[src/rtl/mandel_fp_pkg.sv]
// signed fixed point, 4 integer bits incl. sign, so values run from -8 to just under 8
// no saturation anywhere, an overflowing result wraps
package mandel_fp_pkg;

    localparam int FP_WIDTH = 25;   // total bits
    localparam int FP_FRAC  = 21;   // fraction bits

    // one coordinate or iterate word
    typedef logic signed [FP_WIDTH-1:0] fp_t;

    // escape bound on |z|^2
    localparam fp_t FP_FOUR = fp_t'(4 <<< FP_FRAC);

    // last index before a point counts as inside
    localparam int ITER_MAX = 63;

    localparam int CIDX_W = 8;      // must hold ITER_MAX
    typedef logic [CIDX_W-1:0] cidx_t;

endpackage

[src/rtl/pixel_job_if.sv]
// one pixel job, at most one open at a time
// c_re and c_im held from req until done, cidx valid only with done
`timescale 1ns/1ps

interface pixel_job_if;
    import mandel_fp_pkg::*;

    logic  req;    // job start pulse
    fp_t   c_re;   // point to test
    fp_t   c_im;
    logic  done;   // result pulse
    cidx_t cidx;   // escape index, 0 = inside

    modport scan (output req, c_re, c_im, input done, cidx);
    modport engine (input req, c_re, c_im, output done, cidx);

endinterface

[src/rtl/escape_iter.sv]
// one pixel at a time
// done comes n+1 cycles after req for n updates and at most ITER_MAX+1 after it
// products wrap at FP_WIDTH and only the |z|^2 sum has a guard bit
`timescale 1ns/1ps

module escape_iter (
    input  logic         clk_sys,
    input  logic         rst_sys,
    pixel_job_if.engine  job
);
    import mandel_fp_pkg::*;

    localparam int PROD_W = 2 * FP_WIDTH;

    fp_t                      zr;       // iterate
    fp_t                      zi;
    cidx_t                    k;        // updates done so far
    logic                     running;
    logic signed [PROD_W-1:0] zr2_full;
    logic signed [PROD_W-1:0] zi2_full;
    logic signed [PROD_W-1:0] zri_full;
    fp_t                      zr2;
    fp_t                      zi2;
    fp_t                      zri;
    logic signed [FP_WIDTH:0] mag;      // |z|^2 with one guard bit
    logic                     escaped;

    // full signed products floor-shifted back to the fp grid
    assign zr2_full = zr * zr;
    assign zi2_full = zi * zi;
    assign zri_full = zr * zi;
    assign zr2 = fp_t'(zr2_full >>> FP_FRAC);
    assign zi2 = fp_t'(zi2_full >>> FP_FRAC);
    assign zri = fp_t'(zri_full >>> FP_FRAC);

    assign mag     = {zr2[FP_WIDTH-1], zr2} + {zi2[FP_WIDTH-1], zi2};
    assign escaped = mag > FP_FOUR;

    always_ff @(posedge clk_sys) begin
        job.done <= 1'b0;
        if (rst_sys) begin
            running <= 1'b0;
            k       <= '0;
        end else if (job.req) begin
            // z = 0 never escapes, so the first update (z = c) happens here
            zr      <= job.c_re;
            zi      <= job.c_im;
            k       <= cidx_t'(1);
            running <= 1'b1;
        end else if (running) begin
            if (escaped) begin
                job.done <= 1'b1;
                job.cidx <= k;
                running  <= 1'b0;
            end else if (k == cidx_t'(ITER_MAX)) begin
                job.done <= 1'b1;
                job.cidx <= '0;  // inside the set
                running  <= 1'b0;
            end else begin
                zr <= zr2 - zi2 + job.c_re;
                zi <= (zri <<< 1) + job.c_im;  // 2*zr*zi doubled after the shift
                k  <= k + 1'b1;
            end
        end
    end

    // a second req would drop the open job without its done
    a_req_idle: assert property (@(posedge clk_sys) disable iff (rst_sys)
        job.req |-> !running)
        else $error("escape_iter: req while a job is open");

endmodule

[src/flat_wrapper.sv]
// flat-port wrapper written by rule: the top's interface ports become plain ports
module escape_iter_flat import mandel_fp_pkg::*;
  (clk_sys, rst_sys, job_req, job_c_re, job_c_im, job_done, job_cidx);
  pixel_job_if job_i ();
  input  logic clk_sys;
  input  logic rst_sys;
  input wire logic [$bits(job_i.req)-1:0] job_req;
  input wire logic [$bits(job_i.c_re)-1:0] job_c_re;
  input wire logic [$bits(job_i.c_im)-1:0] job_c_im;
  output wire logic [$bits(job_i.done)-1:0] job_done;
  output wire logic [$bits(job_i.cidx)-1:0] job_cidx;
  assign job_i.req = job_req;
  assign job_i.c_re = job_c_re;
  assign job_i.c_im = job_c_im;
  assign job_done = job_i.done;
  assign job_cidx = job_i.cidx;
  escape_iter u_core (.clk_sys(clk_sys), .rst_sys(rst_sys), .job(job_i));
endmodule
[config.mk]
export PLATFORM = sky130hd
export DESIGN_NAME = escape_iter_flat
export DESIGN_NICKNAME = d
export VERILOG_FILES = /design/src/rtl/mandel_fp_pkg.sv /design/src/rtl/pixel_job_if.sv /design/src/rtl/escape_iter.sv /design/src/flat_wrapper.sv
export SDC_FILE = /design/constraint.sdc
export NUM_CORES = 2
export LEC_CHECK = 0
export ABC_AREA = 1
export BUFFER_PORTS_ARGS = -buffer_cell sky130_fd_sc_hd__clkbuf_2
export CAP_MARGIN = 20
export CORE_MARGIN = 5
export CORE_UTILIZATION = 40
export DETAILED_ROUTE_END_ITERATION = 8
export GPL_TIMING_DRIVEN = 0
export PLACE_DENSITY = 0.67
export SLEW_MARGIN = 20
export SYNTH_ARGS = -nofsm -noshare
export SYNTH_HDL_FRONTEND = slang
export SYNTH_SLANG_ARGS = --single-unit
[constraint.sdc]
create_clock -name clk_sys -period 24 [get_ports clk_sys]
set_input_delay 6 -clock clk_sys [delete_from_list [all_inputs] [get_ports clk_sys]]
set_output_delay 6 -clock clk_sys [all_outputs]
set_load 0.005 [all_outputs]
==> flow_summary.json <==
{
  "holdPathEnd": "u_core.k[7]",
  "relSlewSlack": 0.0907,
  "netlist.area_leader.share": 0.510,
  "grt_overflow": 0,
  "worstPathMaxFanout": 19,
  "hold_violations": 0,
  "synth.avg_cell_area_um2": 8.09,
  "vias": 56000,
  "final_antenna_net_count": 0,
  "vias_per_cell": 5.13,
  "cts_resized": 0,
  "clk_path_buf_depth": 2,
  "cts_sinks": 68,
  "min_from": "u_core.k[7]",
  "antenna_found_initial": 12,
  "path_clk_slew_ns": 0.07,
  "netlist_top_cells_area": "fa_1, inv_1, nand2_1",
  "nFillCells": 17400,
  "synthCells": 8511,
  "async_reset_ff_frac": 0,
  "seq_area_frac_synth": 0.0282,
  "grt_max_degree": 21,
  "maxCapViolCount": 0,
  "synthFlopType": "edfxtp_1",
  "drv_slew": 0,
  "syn-num-nets": 10800,
  "grt_use_total": 0.302,
  "drc_errors": 0,
  "coreArea_um2": 171000,
  "start_kind": "register",
  "rr_worst_depth": 50,
  "drtPass1Iterations": 7,
  "ioPinCount": 62,
  "crit_path_max_incr_delay_ns": 1.04,
  "r2r_end": "u_core.zr[6]",
  "max_slew.worst_pin.slew_ns": 1.36,
  "insertion_delay_ns": 0.45,
  "syn_to_final_growth_pct": 5.73,
  "period_share": 0.567,
  "cts_made_buffers": 9,
  "cts_root_buf": "clkbuf_16",
  "rows": 152,
  "hold_path_class": "reg -> reg",
  "drtIter0Drc": 5502,
  "r2r_slack_ns": 10.38,
  "worstReg2RegStart": "u_core.zr[2]",
  "worst_path_most_repeated_cell": "nand2_1",
  "cts-htree-levels": 3,
  "synth_largest_area_cell": "fa_1",
  "fin_area_um2": 72800,
  "max_freq_mhz": 73.4,
  "finalWeightedCongestion": 1.03,
  "clock_skew_ns": 0.0240,
  "crit_arrival_ns": 13.76,
  "critical-path-top-delay-family": "adder cells",
  "ys_warn_count": 0,
  "critPathLaunch": "u_core.zr[2]",
  "port-buffer-count": 60,
  "drt_wl_total_um": 268000,
  "rsz0062_at_grt": "no",
  "start_util": 0.402,
  "postCtsSetupBuffers": 0,
  "status": "completed",
  "layout.nets": 10900,
  "cts_hold_buf": 0,
  "hpwl_um": 228000,
  "dpl_cell_area_um2": 72400,
  "fp.dieH_um": 425,
  "hold_path_depth": 2,
  "report.final.setup_viol": 0,
  "grt_pass1_wl_um": 391000,
  "critPathBufInv": 12,
  "synth-edff-count": 58,
  "yosysUniqueCellTypes": 59,
  "fin_setup_tns_ns": 0,
  "crit_path_top_delay_cell": "clkbuf_1",
  "die_area_um2": 180000,
  "ys_ff_latch": 68,
  "grt_pass1_vias": 59600,
  "min_period_ns": 13.62,
  "path_class": "reg -> reg",
  "critPathCaptureType": "register",
  "die_width_um": 425,
  "required_ns": 24.14,
  "wire_per_inst_um": 24.5,
  "cts_tree": "yes",
  "drive_above_1_share": 0.0323,
  "netlist_area_um2": 68800
}
## cell usage in the layout (no fill, tap or decap), types with 9 or more instances in the layout
cell type	Yosys	layout
inv_1	2805	2805
nand2_1	1992	1992
fa_1	1754	1754
ha_1	500	500
nor2_1	224	224
a21oi_1	200	199
clkbuf_1	219	150
clkbuf_2	0	130
nand3_1	127	127
xor2_1	100	100
o21ai_0	96	96
xnor2_1	75	75
edfxtp_1	58	58
nand4_1	55	55
buf_1	68	53
o21bai_1	35	35
nand2_2	26	26
or2_2	23	23
nor2_2	20	20
nor3_1	18	18
buf_2	1	15
a31oi_1	10	10
o21ai_1	10	10
dfxtp_1	10	10
diode_2	0	9
clkbuf_16	0	9
## flip-flops by register name, indices dropped and copies added, names as in the netlist
register	cells
u_core.k	8
u_core.zi	25
u_core.job.done	1
u_core.running	1
u_core.job.cidx	8
u_core.zr	25
## cells by family (layout without fill, tap and decap cells)
family / after synthesis / count (layout) / share of synthesized area
buf+inv: 3101 / 3194 / 0.170
compound gates: 406 / 406 / 0.0334
xor+xnor: 175 / 175 / 0.0223
fa+ha+maj: 2254 / 2254 / 0.601
flops: 68 / 68 / 0.0282
simple gates: 2507 / 2507 / 0.146
other cells: 0 / 9 / 0
## how the worst max path moves through the flow
| stage | slack (ns) | endpoint | depth (start not counted) |
|---|---|---|---|
| after floorplan | 12.49 | u_core.zi[0] | 49 |
| after global placement | 6.21 | u_core.zr[6] | 49 |
| after detailed placement | 10.77 | u_core.zr[6] | 50 |
| after CTS | 10.74 | u_core.zr[6] | 50 |
| after global routing | 10.15 | u_core.zr[6] | 50 |
| final | 10.38 | u_core.zr[6] | 50 |
## cell usage after synthesis, types with 18 or more instances
| master | instances |
|---|---|
| buf_1 | 68 |
| nor2_2 | 20 |
| a21oi_1 | 200 |
| nor2_1 | 224 |
| fa_1 | 1754 |
| nand3_1 | 127 |
| nand4_1 | 55 |
| nand2_1 | 1992 |
| o21bai_1 | 35 |
| nand2_2 | 26 |
| inv_1 | 2805 |
| o21ai_0 | 96 |
| edfxtp_1 | 58 |
| xor2_1 | 100 |
| xnor2_1 | 75 |
| clkbuf_1 | 219 |
| ha_1 | 500 |
| nor3_1 | 18 |
| or2_2 | 23 |
## layer usage
layer	wire, µm	track usage	up-vias
li1	-	-	24000
met1	101000	0.383	28300
met2	117000	0.467	2910
met3	28800	0.0765	788
met4	20600	0.180	12
met5	377	0.0102	-
## worst register-to-register path: cells and delay by family, from the launching register on
kind / cells / cell delay [ns]
xor+xnor: 1 / 0.27
compound gates: 5 / 1.97
fa+ha+maj: 9 / 4.43
simple gates: 23 / 2.87
flops: 1 / 0.64
buf+inv: 12 / 3.11
## layout make-up
class / count / area, µm² / area share
multi-input cells: 5342 / 55200 / 0.759
flip-flops and latches: 68 / 1940 / 0.0267
plain buffers: 292 / 1230 / 0.0169
inverters: 2809 / 10500 / 0.145
clock buffers: 9 / 225 / 0.00309
clock inverters: 7 / 71.3 / 0.000980
well taps: 2310 / 2890 / 0.0397
repair buffers: 77 / 612 / 0.00841
diodes: 9 / 22.5 / 0.000309
## through the flow
step           worst slack (ns)  instances  hold WS (ns)  utilization
5_1_grt                   10.15      10900         0.511        0.425
2_1_floorplan             12.49       8511         0.439            -
3_3_place_gp               6.21      10900         0.448        0.420
3_5_place_dp              10.77      10900         0.452        0.422
6_report                  10.38      10900         0.459        0.425
4_1_cts                   10.74      10900         0.462        0.424
Power is not shown: default switching activity piles up to over one toggle a cycle in this logic, so the estimate is an artifact.
