**src/rtl/mandel_fp_pkg.sv**
```systemverilog
// signed fixed point, 4 integer bits incl. sign, so values run from -8 to just under 8
// no saturation anywhere, an overflowing result wraps
package mandel_fp_pkg;

    localparam int FP_WIDTH = 25;   // total bits
    localparam int FP_FRAC  = 21;   // fraction bits

    // one coordinate or iterate word
    typedef logic signed [FP_WIDTH-1:0] fp_t;

    // escape bound on |z|^2
    localparam fp_t FP_FOUR = fp_t'(4 <<< FP_FRAC);

    // last index before a point counts as inside
    localparam int ITER_MAX = 63;

    localparam int CIDX_W = 8;      // must hold ITER_MAX
    typedef logic [CIDX_W-1:0] cidx_t;

endpackage

```
**src/rtl/mandel_view_pkg.sv**
```systemverilog
// geometry and view constants for a small 16x8 frame
// FB_W and FB_H need not be powers of two, addresses are row * FB_W + col
package mandel_view_pkg;

    localparam int FB_W      = 16;
    localparam int FB_H      = 8;
    localparam int FB_PIXELS = FB_W * FB_H;
    localparam int FB_ADDR_W = $clog2(FB_PIXELS);

    typedef logic [FB_ADDR_W-1:0] fb_addr_t;

    // view after reset, in mandel_fp_pkg format
    localparam mandel_fp_pkg::fp_t X_START =
        mandel_fp_pkg::fp_t'(-(5 <<< (mandel_fp_pkg::FP_FRAC - 1)));  // -2.5
    localparam mandel_fp_pkg::fp_t Y_START =
        mandel_fp_pkg::fp_t'(-(1 <<< mandel_fp_pkg::FP_FRAC));        // -1.0
    localparam mandel_fp_pkg::fp_t STEP_MAX =
        mandel_fp_pkg::fp_t'(1 <<< (mandel_fp_pkg::FP_FRAC - 2));     // 0.25, also reset step

    localparam int PAN_SHIFT = 2;  // pan of 4 pixels

    // what the up and down strobes act on
    typedef enum logic [1:0] {
        MODE_HORIZONTAL = 2'd0,
        MODE_VERTICAL   = 2'd1,
        MODE_ZOOM       = 2'd2
    } nav_mode_t;

endpackage

```
**src/rtl/nav_fsm.sv**
```systemverilog
// strobes must be clean single-cycle pulses in clk_sys
// strobes are dropped while a render runs or a change waits for its check
`timescale 1ns/1ps

module nav_fsm (
    input  logic                       clk_sys,
    input  logic                       rst_sys,
    input  logic                       sig_mode,  // next mode
    input  logic                       sig_up,
    input  logic                       sig_dn,
    input  logic                       busy,      // render in progress
    output logic                       start,     // one render per pulse
    output mandel_view_pkg::nav_mode_t mode,
    output mandel_fp_pkg::fp_t         x_start,   // left edge
    output mandel_fp_pkg::fp_t         y_start,   // top edge
    output mandel_fp_pkg::fp_t         step       // pixel pitch
);
    import mandel_fp_pkg::*;
    import mandel_view_pkg::*;

    fp_t  x_pend;      // proposed view
    fp_t  y_pend;
    fp_t  step_pend;
    logic changed;     // proposal waiting for its check
    logic render_req;  // frame owed to the scanner
    logic accept;
    fp_t  pan;

    assign accept = !busy && !changed;
    assign pan    = step <<< PAN_SHIFT;  // 4 pixels

    always_ff @(posedge clk_sys) begin
        start <= 1'b0;  // pulse only
        if (rst_sys) begin
            mode       <= MODE_HORIZONTAL;
            x_start    <= X_START;
            y_start    <= Y_START;
            step       <= STEP_MAX;
            changed    <= 1'b0;
            render_req <= 1'b1;  // first frame after reset
        end else begin
            if (accept) begin
                // unchanged by default, the arms below override
                x_pend    <= x_start;
                y_pend    <= y_start;
                step_pend <= step;
                if (sig_up || sig_dn) changed <= 1'b1;

                case (mode)
                    MODE_HORIZONTAL: begin
                        if (sig_up) x_pend <= x_start - pan;       // left
                        else if (sig_dn) x_pend <= x_start + pan;  // right
                        if (sig_mode) mode <= MODE_VERTICAL;
                    end
                    MODE_VERTICAL: begin
                        if (sig_up) y_pend <= y_start - pan;
                        else if (sig_dn) y_pend <= y_start + pan;
                        if (sig_mode) mode <= MODE_ZOOM;
                    end
                    MODE_ZOOM: begin
                        if (sig_up) begin  // zoom out about the centre
                            x_pend    <= x_start - (step <<< 3);
                            y_pend    <= y_start - (step <<< 2);
                            step_pend <= step <<< 1;
                        end else if (sig_dn) begin  // zoom in
                            x_pend    <= x_start + (step <<< 2);
                            y_pend    <= y_start + (step <<< 1);
                            step_pend <= step >>> 1;
                        end
                        if (sig_mode) mode <= MODE_HORIZONTAL;
                    end
                    default: mode <= MODE_HORIZONTAL;  // unused encoding
                endcase
            end

            // check one cycle after the proposal, then render
            if (changed && !busy) begin
                changed <= 1'b0;
                if (step_pend != '0 && step_pend <= STEP_MAX) begin
                    x_start    <= x_pend;
                    y_start    <= y_pend;
                    step       <= step_pend;
                    render_req <= 1'b1;
                end  // out of range: proposal dropped
            end else if (render_req && !busy) begin
                start      <= 1'b1;
                render_req <= 1'b0;
            end
        end
    end

    // a zero pitch would render one point 128 times
    a_step_nonzero: assert property (@(posedge clk_sys) disable iff (rst_sys)
        step != '0)
        else $error("nav_fsm: view step is zero");

    // scanner must never see start during a render
    a_start_idle: assert property (@(posedge clk_sys) disable iff (rst_sys)
        start |-> !busy)
        else $error("nav_fsm: start while busy");

endmodule

```
**config.mk**
```make
export PLATFORM = sky130hd
export DESIGN_NAME = nav_fsm
export DESIGN_NICKNAME = d
export VERILOG_FILES = /design/src/rtl/mandel_fp_pkg.sv /design/src/rtl/mandel_view_pkg.sv /design/src/rtl/nav_fsm.sv
export SDC_FILE = /design/constraint.sdc
export NUM_CORES = 1
export LEC_CHECK = 0
export BUFFER_PORTS_ARGS = -buffer_cell sky130_fd_sc_hd__buf_2
export CAP_MARGIN = 20
export CORE_MARGIN = 2
export CORE_UTILIZATION = 55
export CTS_CLUSTER_DIAMETER = 30
export DETAILED_ROUTE_END_ITERATION = 10
export HOLD_SLACK_MARGIN = 0.03
export PLACE_DENSITY = 0.79
export SLEW_MARGIN = 20
export SYNTH_ARGS = -nofsm -noshare
export SYNTH_HDL_FRONTEND = slang
export SYNTH_SLANG_ARGS = --single-unit
```
**constraint.sdc**
```tcl
create_clock -name clk_sys -period 19.1 [get_ports clk_sys]
set_input_delay 0 -clock clk_sys [delete_from_list [all_inputs] [get_ports clk_sys]]
set_output_delay 0 -clock clk_sys [all_outputs]
set_load 0.02 [all_outputs]
```
==> out/results.txt <==
Status = finished clean
Leak = 5.87 nW
CP endpoint kind = register
Synth Warn # = 0
Crit-path leading delay family = compound AO/OA/AOI/OAI gates
Dpl cells = 1966
Initial Utilization = 0.560
Startpoint Class = register
Die Height = 159 um
Slowest cell on the critical path = dfxtp_1
Worst Max-Slew Pin Slew = 1.05 ns
Die area = 0.0252 sq mm
H-tree Lvls = 4
Synth Cell Area = 0.0131 sq mm
Detailed Route Iter0 Violations = 1106
Area leader, netlist = edfxtp_1
Critical path arrival = 4.29 ns
Global-route wire length before repair = 61900 um
Yosys top cell area share = 0.171
Max-cap violations = 0
Routed WL = 39600 um
Fin crit period = 4.10 ns
Critical Path Fanout Max = 12
TritonCTS Buffers = 17
Cell Chain, Critical Path = inv_1 -> ha_1 -> a21o_1 -> a21oi_1 -> nor2_1 -> a2111oi_0 -> a21oi_1 -> o41ai_1 -> o21ai_0 -> xnor2_1 -> a21oi_1 -> o32a_1
Drt pass-1 iters = 5
GPL Wtd Cong = 0.990
P&R area growth vs syn = 8.90%
Setup Skew = 0.0133 ns
DPL Wire Length = 28600 um
Fin. max-slew vios = 0
Max VDD drop = 0.0409 mV
Final setup viols = 0
Critical Path Most Common Cell = a21oi_1
Peak per-stage delay on the critical path = 0.53 ns
Critical path class = register to register
Area of the core region = 0.0235 sq mm
CTS tree = done
Register area share after synthesis = 0.293
Routed WL per cell = 19.8 um
Power per cell area = 61.0 mW/mm^2
Vias per cell = 6.35
Hold crit path type = primary input to register
Worst path bufs/invs = 1
Clock Pin Slew Worst Setup and Hold Paths = 0.07 ns
Total GRT Usage = 0.314
Grt total ovfl = 0
Clock root cell = clkbuf_16
Residual DRC = 0
Worst-skew pair later-pin latency = 0.43 ns
Met3 GRT Util = 0.0457
Gr busiest metal = met2
Cells after synthesis = 1641
I/O Buffers = 83
CTS sink cnt = 155
Via count of the first global-routing pass = 11700
CTS resizes = 0
Worst Path Required = 19.29 ns
Setup tns final = 0 ns
Pwr Total = 0.873 mW
EDFF count, synth = 75
Final net count = 1816
DR vias = 12700
Syn_area_per_cell = 8.01 sq um
ANT nets after route = 0
Post-route insts no fill = 2001
Layout cells sized above 1 = 0.0904
Global Route met2 Usage = 0.500
Maximum number of pins on one net before global-route repair = 81
Synth top area cells = edfxtp_1 (17%), ha_1 (13%), dfxtp_1 (12%)
CTS Buffer Depth = 2
Die Wd = 159 um
Final hold vios = 0
ANT cells = 0
RSZ-0062 raised after global routing = false
Met1 Use GR = 0.432
Netlist cell types = 75
Row count = 56
Ys async rst share = 0
Post-CTS setup buffer count = 0
Slew HR = 0.282
# IOs = 84
Commonest register cell after synthesis = dfxtp_1
Initial antenna violation count = 0
Yosys reg bits = 155
Post-synthesis net count = 1788
Period utilisation layout = 0.215
Peak Freq = 244 MHz
==> cell families (layout without fill, tap and decap cells) <==
logic type | after synthesis | in the layout | share of synthesized area
AO/OA/AOI/OAI | 574 | 574 | 0.282
XOR/XNOR | 86 | 86 | 0.0573
adder cells (fa/ha/maj) | 141 | 141 | 0.138
buffers and inverters | 179 | 220 | 0.0515
flip-flops | 155 | 155 | 0.293
multiplexers | 5 | 5 | 0.00390
AND/OR/NAND/NOR | 501 | 501 | 0.174
==> timing repair <==
action                                 CTS  global route
hold buffers                             3             0
setup endpoints to repair                0             0
endpoints found under the hold margin    5             0
==> per-layer routing <==
layer  wire [um]  part of all wire
met1       17600              0.44
met5           0                 0
met4        1060             0.027
met3        3320             0.084
met2       17600              0.45
==> flip-flops by register name, summed over array words and instances, names as in the netlist <==
signal and flops:
step 25, step_pend 25, x_pend 25, x_start 25, y_pend 25, y_start 25
mode 2, changed 1, render_req 1, start 1
==> cell type report <==
type	count	area, sq um
Multi-Input combinational cell	1307	8630
Sequential cell	155	3850
Clock inverter	15	118
Fill cell	2120	9160
Clock buffer	17	425
Inverter	86	323
Tap cell	319	399
Timing Repair Buffer	102	566
==> synthesized netlist by cell type (8+ instances only) <==
cell / number
nand2_1: 223
a21oi_1: 197
ha_1: 135
nor2_1: 102
o21ai_0: 88
clkbuf_1: 86
inv_1: 86
dfxtp_1: 80
edfxtp_1: 75
xnor2_1: 65
a22oi_1: 46
nor3_1: 30
o22ai_1: 30
nand3_1: 28
a21o_1: 25
nand2b_1: 25
nor2b_1: 21
xor2_1: 21
o21bai_1: 16
a31oi_1: 15
o21a_1: 15
nand3b_1: 14
o211ai_1: 14
o31ai_1: 14
a211oi_1: 12
o221ai_1: 12
a221oi_1: 10
and3_1: 10
or3_1: 10
a221o_1: 8
nor4_1: 8
==> stage by stage <==
stage | area, sq um | util | worst slack [ns] | hold WS, ns
5_1_grt | 14300 | 0.610 | 14.73 | 0.287
6_report | 14300 | 0.610 | 15.00 | 0.285
3_3_place_gp | 13700 | 0.586 | 15.20 | 0.294
2_1_floorplan | 13100 | - | 13.03 | 0.148
3_5_place_dp | 13700 | 0.586 | 15.18 | 0.303
4_1_cts | 14300 | 0.610 | 15.16 | 0.277
==> report_power, final <==
part / switching, mW / internal, mW
clock: 0.154 / 0.168
combinational: 0.111 / 0.0672
sequential: 0.0104 / 0.362
==> worst paths after layout <==
check	cells after the start	to	slack (ns)	startpoint
setup / recovery	12	x_pend[24]	15.00	step[9]
hold / removal	4	x_pend[22]	0.28	sig_dn
setup reg to reg	12	x_pend[24]	15.00	step[9]
hold reg to reg	0	x_pend[1]	0.46	x_start[1]
==> tightest hold or removal path, cell delays in order <==
cell and delay (ns):
buf_2 0.29, nor2b_1 0.17, o21ai_0 0.08, nand2_1 0.06
==> cells in the final DEF (no fill, tap or decap), types with 14 or more instances in the layout <==
master	count
nor2_1	102
nor3_1	28
o21a_1	15
o21bai_1	16
o22ai_1	30
o21ai_0	87
clkbuf_16	17
buf_4	16
nor2b_1	21
nand3b_1	14
edfxtp_1	75
dfxtp_1	80
nand2b_1	25
inv_1	86
o211ai_1	14
xor2_1	21
buf_2	83
a21oi_1	197
a31oi_1	15
a22oi_1	46
nand3_1	28
a21o_1	25
nand2_1	222
ha_1	134
xnor2_1	65
o31ai_1	14
Note: power is estimated with default switching activity, not from simulation.
