## src/rtl/mandel_fp_pkg.sv

```systemverilog
// signed fixed point, 4 integer bits incl. sign, so values run from -8 to just under 8
// no saturation anywhere, an overflowing result wraps
package mandel_fp_pkg;

    localparam int FP_WIDTH = 25;   // total bits
    localparam int FP_FRAC  = 21;   // fraction bits

    // one coordinate or iterate word
    typedef logic signed [FP_WIDTH-1:0] fp_t;

    // escape bound on |z|^2
    localparam fp_t FP_FOUR = fp_t'(4 <<< FP_FRAC);

    // last index before a point counts as inside
    localparam int ITER_MAX = 63;

    localparam int CIDX_W = 8;      // must hold ITER_MAX
    typedef logic [CIDX_W-1:0] cidx_t;

endpackage

```

## src/rtl/mandel_view_pkg.sv

```systemverilog
// geometry and view constants for a small 16x8 frame
// FB_W and FB_H need not be powers of two, addresses are row * FB_W + col
package mandel_view_pkg;

    localparam int FB_W      = 16;
    localparam int FB_H      = 8;
    localparam int FB_PIXELS = FB_W * FB_H;
    localparam int FB_ADDR_W = $clog2(FB_PIXELS);

    typedef logic [FB_ADDR_W-1:0] fb_addr_t;

    // view after reset, in mandel_fp_pkg format
    localparam mandel_fp_pkg::fp_t X_START =
        mandel_fp_pkg::fp_t'(-(5 <<< (mandel_fp_pkg::FP_FRAC - 1)));  // -2.5
    localparam mandel_fp_pkg::fp_t Y_START =
        mandel_fp_pkg::fp_t'(-(1 <<< mandel_fp_pkg::FP_FRAC));        // -1.0
    localparam mandel_fp_pkg::fp_t STEP_MAX =
        mandel_fp_pkg::fp_t'(1 <<< (mandel_fp_pkg::FP_FRAC - 2));     // 0.25, also reset step

    localparam int PAN_SHIFT = 2;  // pan of 4 pixels

    // what the up and down strobes act on
    typedef enum logic [1:0] {
        MODE_HORIZONTAL = 2'd0,
        MODE_VERTICAL   = 2'd1,
        MODE_ZOOM       = 2'd2
    } nav_mode_t;

endpackage

```

## src/rtl/pixel_job_if.sv

```systemverilog
// one pixel job, at most one open at a time
// c_re and c_im held from req until done, cidx valid only with done
`timescale 1ns/1ps

interface pixel_job_if;
    import mandel_fp_pkg::*;

    logic  req;    // job start pulse
    fp_t   c_re;   // point to test
    fp_t   c_im;
    logic  done;   // result pulse
    cidx_t cidx;   // escape index, 0 = inside

    modport scan (output req, c_re, c_im, input done, cidx);
    modport engine (input req, c_re, c_im, output done, cidx);

endinterface

```

## src/rtl/pixel_scan.sv

```systemverilog
// view is latched on start so later view changes do not reach a running frame
// start while busy is ignored so only one frame runs at a time
`timescale 1ns/1ps

module pixel_scan (
    input  logic                      clk_sys,
    input  logic                      rst_sys,
    input  logic                      start,
    input  mandel_fp_pkg::fp_t        x_start,
    input  mandel_fp_pkg::fp_t        y_start,
    input  mandel_fp_pkg::fp_t        step,
    output logic                      busy,
    pixel_job_if.scan                 job,
    output logic                      we,       // frame store write
    output mandel_view_pkg::fb_addr_t wr_addr,
    output mandel_fp_pkg::cidx_t      wr_cidx
);
    import mandel_fp_pkg::*;
    import mandel_view_pkg::*;

    localparam int COL_W = $clog2(FB_W);
    localparam int ROW_W = $clog2(FB_H);

    typedef enum logic [1:0] {S_IDLE, S_REQ, S_WAIT, S_WRITE} state_t;

    state_t           state;
    logic [COL_W-1:0] col;
    logic [ROW_W-1:0] row;
    fp_t              x_left;    // latched left edge for row wrap
    fp_t              step_q;    // latched pitch
    fp_t              c_re;      // current point
    fp_t              c_im;
    logic             job_open;  // req sent and done not yet seen
    logic             last_pix;

    assign busy     = (state != S_IDLE);
    assign job.req  = (state == S_REQ);   // single cycle since S_REQ always moves on
    assign job.c_re = c_re;
    assign job.c_im = c_im;
    assign we       = (state == S_WRITE);  // one cycle after done
    assign wr_addr  = fb_addr_t'(int'(row) * FB_W + int'(col));
    assign last_pix = (int'(col) == FB_W - 1) && (int'(row) == FB_H - 1);

    always_ff @(posedge clk_sys) begin
        if (rst_sys) begin
            state <= S_IDLE;
            col   <= '0;
            row   <= '0;
        end else begin
            case (state)
                S_IDLE: if (start) begin
                    x_left <= x_start;
                    step_q <= step;
                    c_re   <= x_start;
                    c_im   <= y_start;
                    col    <= '0;
                    row    <= '0;
                    state  <= S_REQ;
                end
                S_REQ: state <= S_WAIT;
                S_WAIT: if (job.done) begin
                    wr_cidx <= job.cidx;
                    state   <= S_WRITE;
                end
                S_WRITE: begin
                    if (last_pix) begin
                        state <= S_IDLE;  // busy drops next cycle
                    end else begin
                        state <= S_REQ;
                        if (int'(col) == FB_W - 1) begin  // next row
                            col  <= '0;
                            row  <= row + 1'b1;
                            c_re <= x_left;
                            c_im <= c_im + step_q;
                        end else begin
                            col  <= col + 1'b1;
                            c_re <= c_re + step_q;
                        end
                    end
                end
                default: state <= S_IDLE;
            endcase
        end
    end

    // outstanding job tracker closed by the engine's done
    always_ff @(posedge clk_sys) begin
        if (rst_sys) job_open <= 1'b0;
        else if (job.req) job_open <= 1'b1;
        else if (job.done) job_open <= 1'b0;
    end

    // the engine answers only the job that is open
    a_done_open: assert property (@(posedge clk_sys) disable iff (rst_sys)
        job.done |-> job_open)
        else $error("pixel_scan: done without an open job");

endmodule
```

## src/flat_wrapper.sv

```systemverilog
// flat-port wrapper written by rule: the top's interface ports become plain ports
module pixel_scan_flat import mandel_fp_pkg::*; import mandel_view_pkg::*;
  (clk_sys, rst_sys, start, x_start, y_start, step, busy, we, wr_addr, wr_cidx, job_req, job_c_re, job_c_im, job_done, job_cidx);
  pixel_job_if job_i ();
  input  logic clk_sys;
  input  logic rst_sys;
  input  logic start;
  input  mandel_fp_pkg::fp_t x_start;
  input  mandel_fp_pkg::fp_t y_start;
  input  mandel_fp_pkg::fp_t step;
  output logic busy;
  output logic we;
  output mandel_view_pkg::fb_addr_t wr_addr;
  output mandel_fp_pkg::cidx_t wr_cidx;
  output wire logic [$bits(job_i.req)-1:0] job_req;
  output wire logic [$bits(job_i.c_re)-1:0] job_c_re;
  output wire logic [$bits(job_i.c_im)-1:0] job_c_im;
  input wire logic [$bits(job_i.done)-1:0] job_done;
  input wire logic [$bits(job_i.cidx)-1:0] job_cidx;
  assign job_req = job_i.req;
  assign job_c_re = job_i.c_re;
  assign job_c_im = job_i.c_im;
  assign job_i.done = job_done;
  assign job_i.cidx = job_cidx;
  pixel_scan u_core (.clk_sys(clk_sys), .rst_sys(rst_sys), .start(start), .x_start(x_start), .y_start(y_start), .step(step), .busy(busy), .job(job_i), .we(we), .wr_addr(wr_addr), .wr_cidx(wr_cidx));
endmodule
```

## config.mk

```make
export PLATFORM = sky130hd
export DESIGN_NAME = pixel_scan_flat
export DESIGN_NICKNAME = d
export VERILOG_FILES = /design/src/rtl/mandel_fp_pkg.sv /design/src/rtl/mandel_view_pkg.sv /design/src/rtl/pixel_job_if.sv /design/src/rtl/pixel_scan.sv /design/src/flat_wrapper.sv
export SDC_FILE = /design/constraint.sdc
export NUM_CORES = 1
export LEC_CHECK = 0
export ABC_AREA = 1
export BUFFER_PORTS_ARGS = -buffer_cell sky130_fd_sc_hd__buf_2
export CAP_MARGIN = 20
export CORE_MARGIN = 2
export CORE_UTILIZATION = 40
export CTS_CLUSTER_DIAMETER = 200
export DETAILED_ROUTE_END_ITERATION = 12
export HOLD_SLACK_MARGIN = 0.12
export MAX_ROUTING_LAYER = met4
export SLEW_MARGIN = 5
export SYNTH_ARGS = -nofsm -noshare
export SYNTH_HDL_FRONTEND = slang
export SYNTH_SLANG_ARGS = --single-unit
```

## constraint.sdc

```tcl
create_clock -name clk_sys -period 3.2 [get_ports clk_sys]
set_clock_uncertainty 0.15 [all_clocks]
set_input_delay 0.32 -clock clk_sys [delete_from_list [all_inputs] [get_ports clk_sys]]
set_output_delay 0.32 -clock clk_sys [all_outputs]
set_load 0.03 [all_outputs]
```

==> results.md <==
* Status: finished, final reports clean
* Post-Syn Instances at 1061
* Root buffer cell: clkbuf_16
* Critical path arrival at 2.52 ns
* Worst R2R Path Depth at 12
* Max cap viols at 0
* Clock buffer depth at 2
* CTS clock-pin slew for the worst setup and hold paths at 0.06 ns
* Combinational share of power at 47.0%
* Critical Path Sink: u_core.job.c_re[24]
* Synth Register Bits at 117
* Crit end category: flop
* FP Rows at 51
* GRT Overall Usage at 24.1%
* Drc violations at 0
* Max stage delay on crit path at 0.46 ns
* Initial antenna violation count at 1
* Dpl cells at 1471
* Clk_lat worst skew at 0.43 ns
* Worst r2r src: u_core.step_q[0]
* Internal power at 0.00471 W
* CP Launch Type: flop
* IR Drop Worst-Case VDD at 0.500 mV
* DIE AREA at 0.0212 mm^2
* Power per cell area at 785 mW/mm^2
* Setup TNS at 0 ns
* Yosys cell types at 37
* F_max at 402 MHz
* Largest net degree at the start of global routing at 41
* Layout cells sized above 1 at 16.9%
* FF-to-FF End: u_core.job.c_re[24]
* Critical path required time at 3.23 ns
* Area delta synth->final at 32.2%
* CTS sink cnt at 117
* Kind of critical path: reg -> reg
* Final Slew Violations at 0
* Core Footprint at 0.0196 mm^2
* Worst-path maximum fanout at 4
* WL/cell at 15.5 um
* TritonCTS Buffers at 17
* Relative max-transition margin at 53.8%
* CTS tree: yes
* I/O Buffers at 154
* Cell Chain, Critical Path: ha_1, fa_1, nand3_1, nand3_1, nand2_1, nand2_2, nand2_1, nand3_1, nand2_1, nand3_1, nand2_1, nand2_1
* Synth warn at 0
* Clock share of power at 24.9%
* Vias per Instance at 4.87
* Global-route wire length before repair at 38.6 mm
* Die Width at 146 um
* Die Y-Extent at 146 um
* Fin crit period at 2.49 ns
* Final Hold Viols at 0
* Slowest CP cell: edfxtp_1
* Post-DRT Antenna Nets at 0
* Initial DRC Count at 558
* Min-delay src: job_done
* Post-CTS Setup Inserts at 0
* Critical path's most frequent cell: nand2_1
* R2R Setup Slk at 0.71 ns
* CP startpoint: u_core.step_q[0]
* RSZ-0062 raised after global routing: no
* Net switching power at 0.00362 W
* Post-Syn Area at 0.00802 mm^2
* Sw frac at 43.5%
* Nets at 1453
* Initial core utilization at 40.9%
* I/O pins at 155
* # H-tree levels at 4
* Post-synthesis sequential area ratio at 42.7%
* Worst Max-Slew Pin Slew at 0.692 ns
* Layout filler cell count at 1910
* Setup-failing EPs final at 0
* Post-detail-place hpwl at 18.4 mm
* Worst Hold Class: in -> reg
* Gpl congestion at 0.945
* Syn nets at 1205
* Tcrit/Tclk final at 77.7%
* WL final at 24.5 mm
* Vias after detailed routing at 7741
* Leakage at 5.18 nW
* Post-Syn Area per Cell at 7.56 um^2
* Vias in the first global route at 7355
* Fin cells at 1588
* Pwr Total at 0.00833 W
* Flop pwr share at 28.1%
* Drt pass-1 iters at 5
* Total gr overflow at 0
==> what timing repair did <==
item / 4_1_cts / 5_1_grt
hold endpoints to repair: 111 / 0
resized for setup: 0 / 0
hold buffers: 84 / 0
==> stage by stage <==
| step | instance area (um^2) | setup WS (ns) | utilization (%) | hold WS, ns |
|---|---|---|---|---|
| final | 10600 | 0.712 | 54.1 | 0.186 |
| after global routing | 10600 | 0.543 | 54.1 | 0.210 |
| after CTS | 10600 | 0.714 | 54.1 | 0.170 |
| after detailed placement | 9130 | 0.723 | 46.6 | 0.330 |
| after global placement | 9130 | 0.793 | 46.6 | 0.328 |
| after floorplan | 8020 | 0.382 | - | 0.269 |
==> worst min path at each step <==
stage / to / slack [ns] / cells after the start
4_1_cts: u_core.state[1] / 0.17 / 3
6_report: u_core.state[1] / 0.19 / 3
3_5_place_dp: u_core.col[2] / 0.33 / 2
3_3_place_gp: u_core.col[2] / 0.33 / 2
5_1_grt: u_core.state[1] / 0.21 / 3
2_1_floorplan: u_core.step_q[0] / 0.27 / 0
==> Yosys cell counts (all sizes together) <==
cell	n	area [um^2]
and2	2	12.5
nand3	79	405
nand2	393	1500
a211oi	1	7.51
dfxtp	9	180
nand3b	3	22.5
xor2	5	43.8
clkinv	1	3.75
buf	9	53.8
nor2	86	348
a21oi	53	269
edfxtp	108	3240
nor3b	1	12.5
o211ai	3	22.5
clkbuf	8	30.0
ha	55	688
a21o	6	45.0
nand4	19	119
nor3	8	50.1
xnor2	14	123
inv	148	556
a31oi	2	12.5
fa	2	40.0
or2	4	25.0
o21bai	1	7.51
o21ai	41	205
==> critical path, delay by kind of cell (launching register included) <==
kind	cells	cell delay, ns
fa+ha+maj	2	0.73
flops	1	0.46
simple gates	10	0.90
==> cell type report <==
class	count	area, um^2	share of cell area, %
antenna	1	2.50	0.0236
clock buffer	18	429	4.05
clock inverter	14	204	1.92
inverter	149	559	5.27
multi-input combinational	778	3970	37.5
sequential	117	3420	32.3
tap	265	332	3.13
timing repair buffer	246	1680	15.9
==> cell families after synthesis <==
logic type / count (synthesis) / synth area share [%]
buf+inv: 166 / 8.02
compound gates: 107 / 7.10
flops: 117 / 42.7
xor+xnor: 19 / 2.07
simple gates: 595 / 31.0
fa+ha+maj: 57 / 9.08
==> power by group through the flow <==
stage / Combinational [W] / Clock, W / Sequential [W]
finish: 0.00392 / 0.00207 / 0.00234
global route: 0.00440 / 0.00217 / 0.00237
CTS: 0.00391 / 0.00212 / 0.00234
detailed placement: 0.00381 / 0 / 0.00237
global placement: 0.00380 / 0 / 0.00237
floorplan: 0.00241 / 0 / 0.00267
==> sequential cells by signal (all words and copies together) (netlist names) <==
signal,count
u_core.x_left,25
u_core.state,2
u_core.job.c_re,25
u_core.wr_cidx,8
u_core.col,4
u_core.job.c_im,25
u_core.row,3
u_core.step_q,25
==> cell usage in the layout (no fill, tap or decap), types with 2 or more instances in the layout <==
master | Yosys | routed
nand3b_1 | 3 | 3
o211ai_1 | 3 | 3
nand4_1 | 19 | 19
a21o_1 | 6 | 6
nor2_2 | 7 | 8
fa_1 | 2 | 2
dlygate4sd3_1 | 0 | 84
edfxtp_1 | 108 | 108
or2_1 | 2 | 2
nand3_2 | 2 | 2
clkbuf_16 | 0 | 17
and2_1 | 2 | 2
dfxtp_1 | 9 | 9
buf_4 | 1 | 7
bufinv_16 | 0 | 4
a21oi_1 | 52 | 52
nor3_1 | 6 | 6
nor3_2 | 2 | 2
o21ai_0 | 36 | 36
o21ai_1 | 5 | 5
nand2_1 | 385 | 385
nand3_1 | 77 | 77
xnor2_1 | 14 | 14
xor2_1 | 5 | 5
inv_2 | 2 | 3
clkinv_4 | 0 | 5
clkinvlp_4 | 0 | 2
buf_2 | 7 | 154
ha_1 | 55 | 54
nor2_4 | 1 | 2
nand2_2 | 8 | 8
or2_2 | 2 | 2
nor2_1 | 78 | 76
inv_1 | 146 | 146
a31oi_1 | 2 | 2
==> metal layers <==
| layer | global-route usage (%) | wire length, um |
|---|---|---|
| met3 | 4.26 | 1500 |
| met2 | 36.3 | 10700 |
| met5 | - | 0 |
| met4 | 6.37 | 433 |
| met1 | 33.5 | 11900 |
Note: power is estimated with default switching activity, not from simulation.
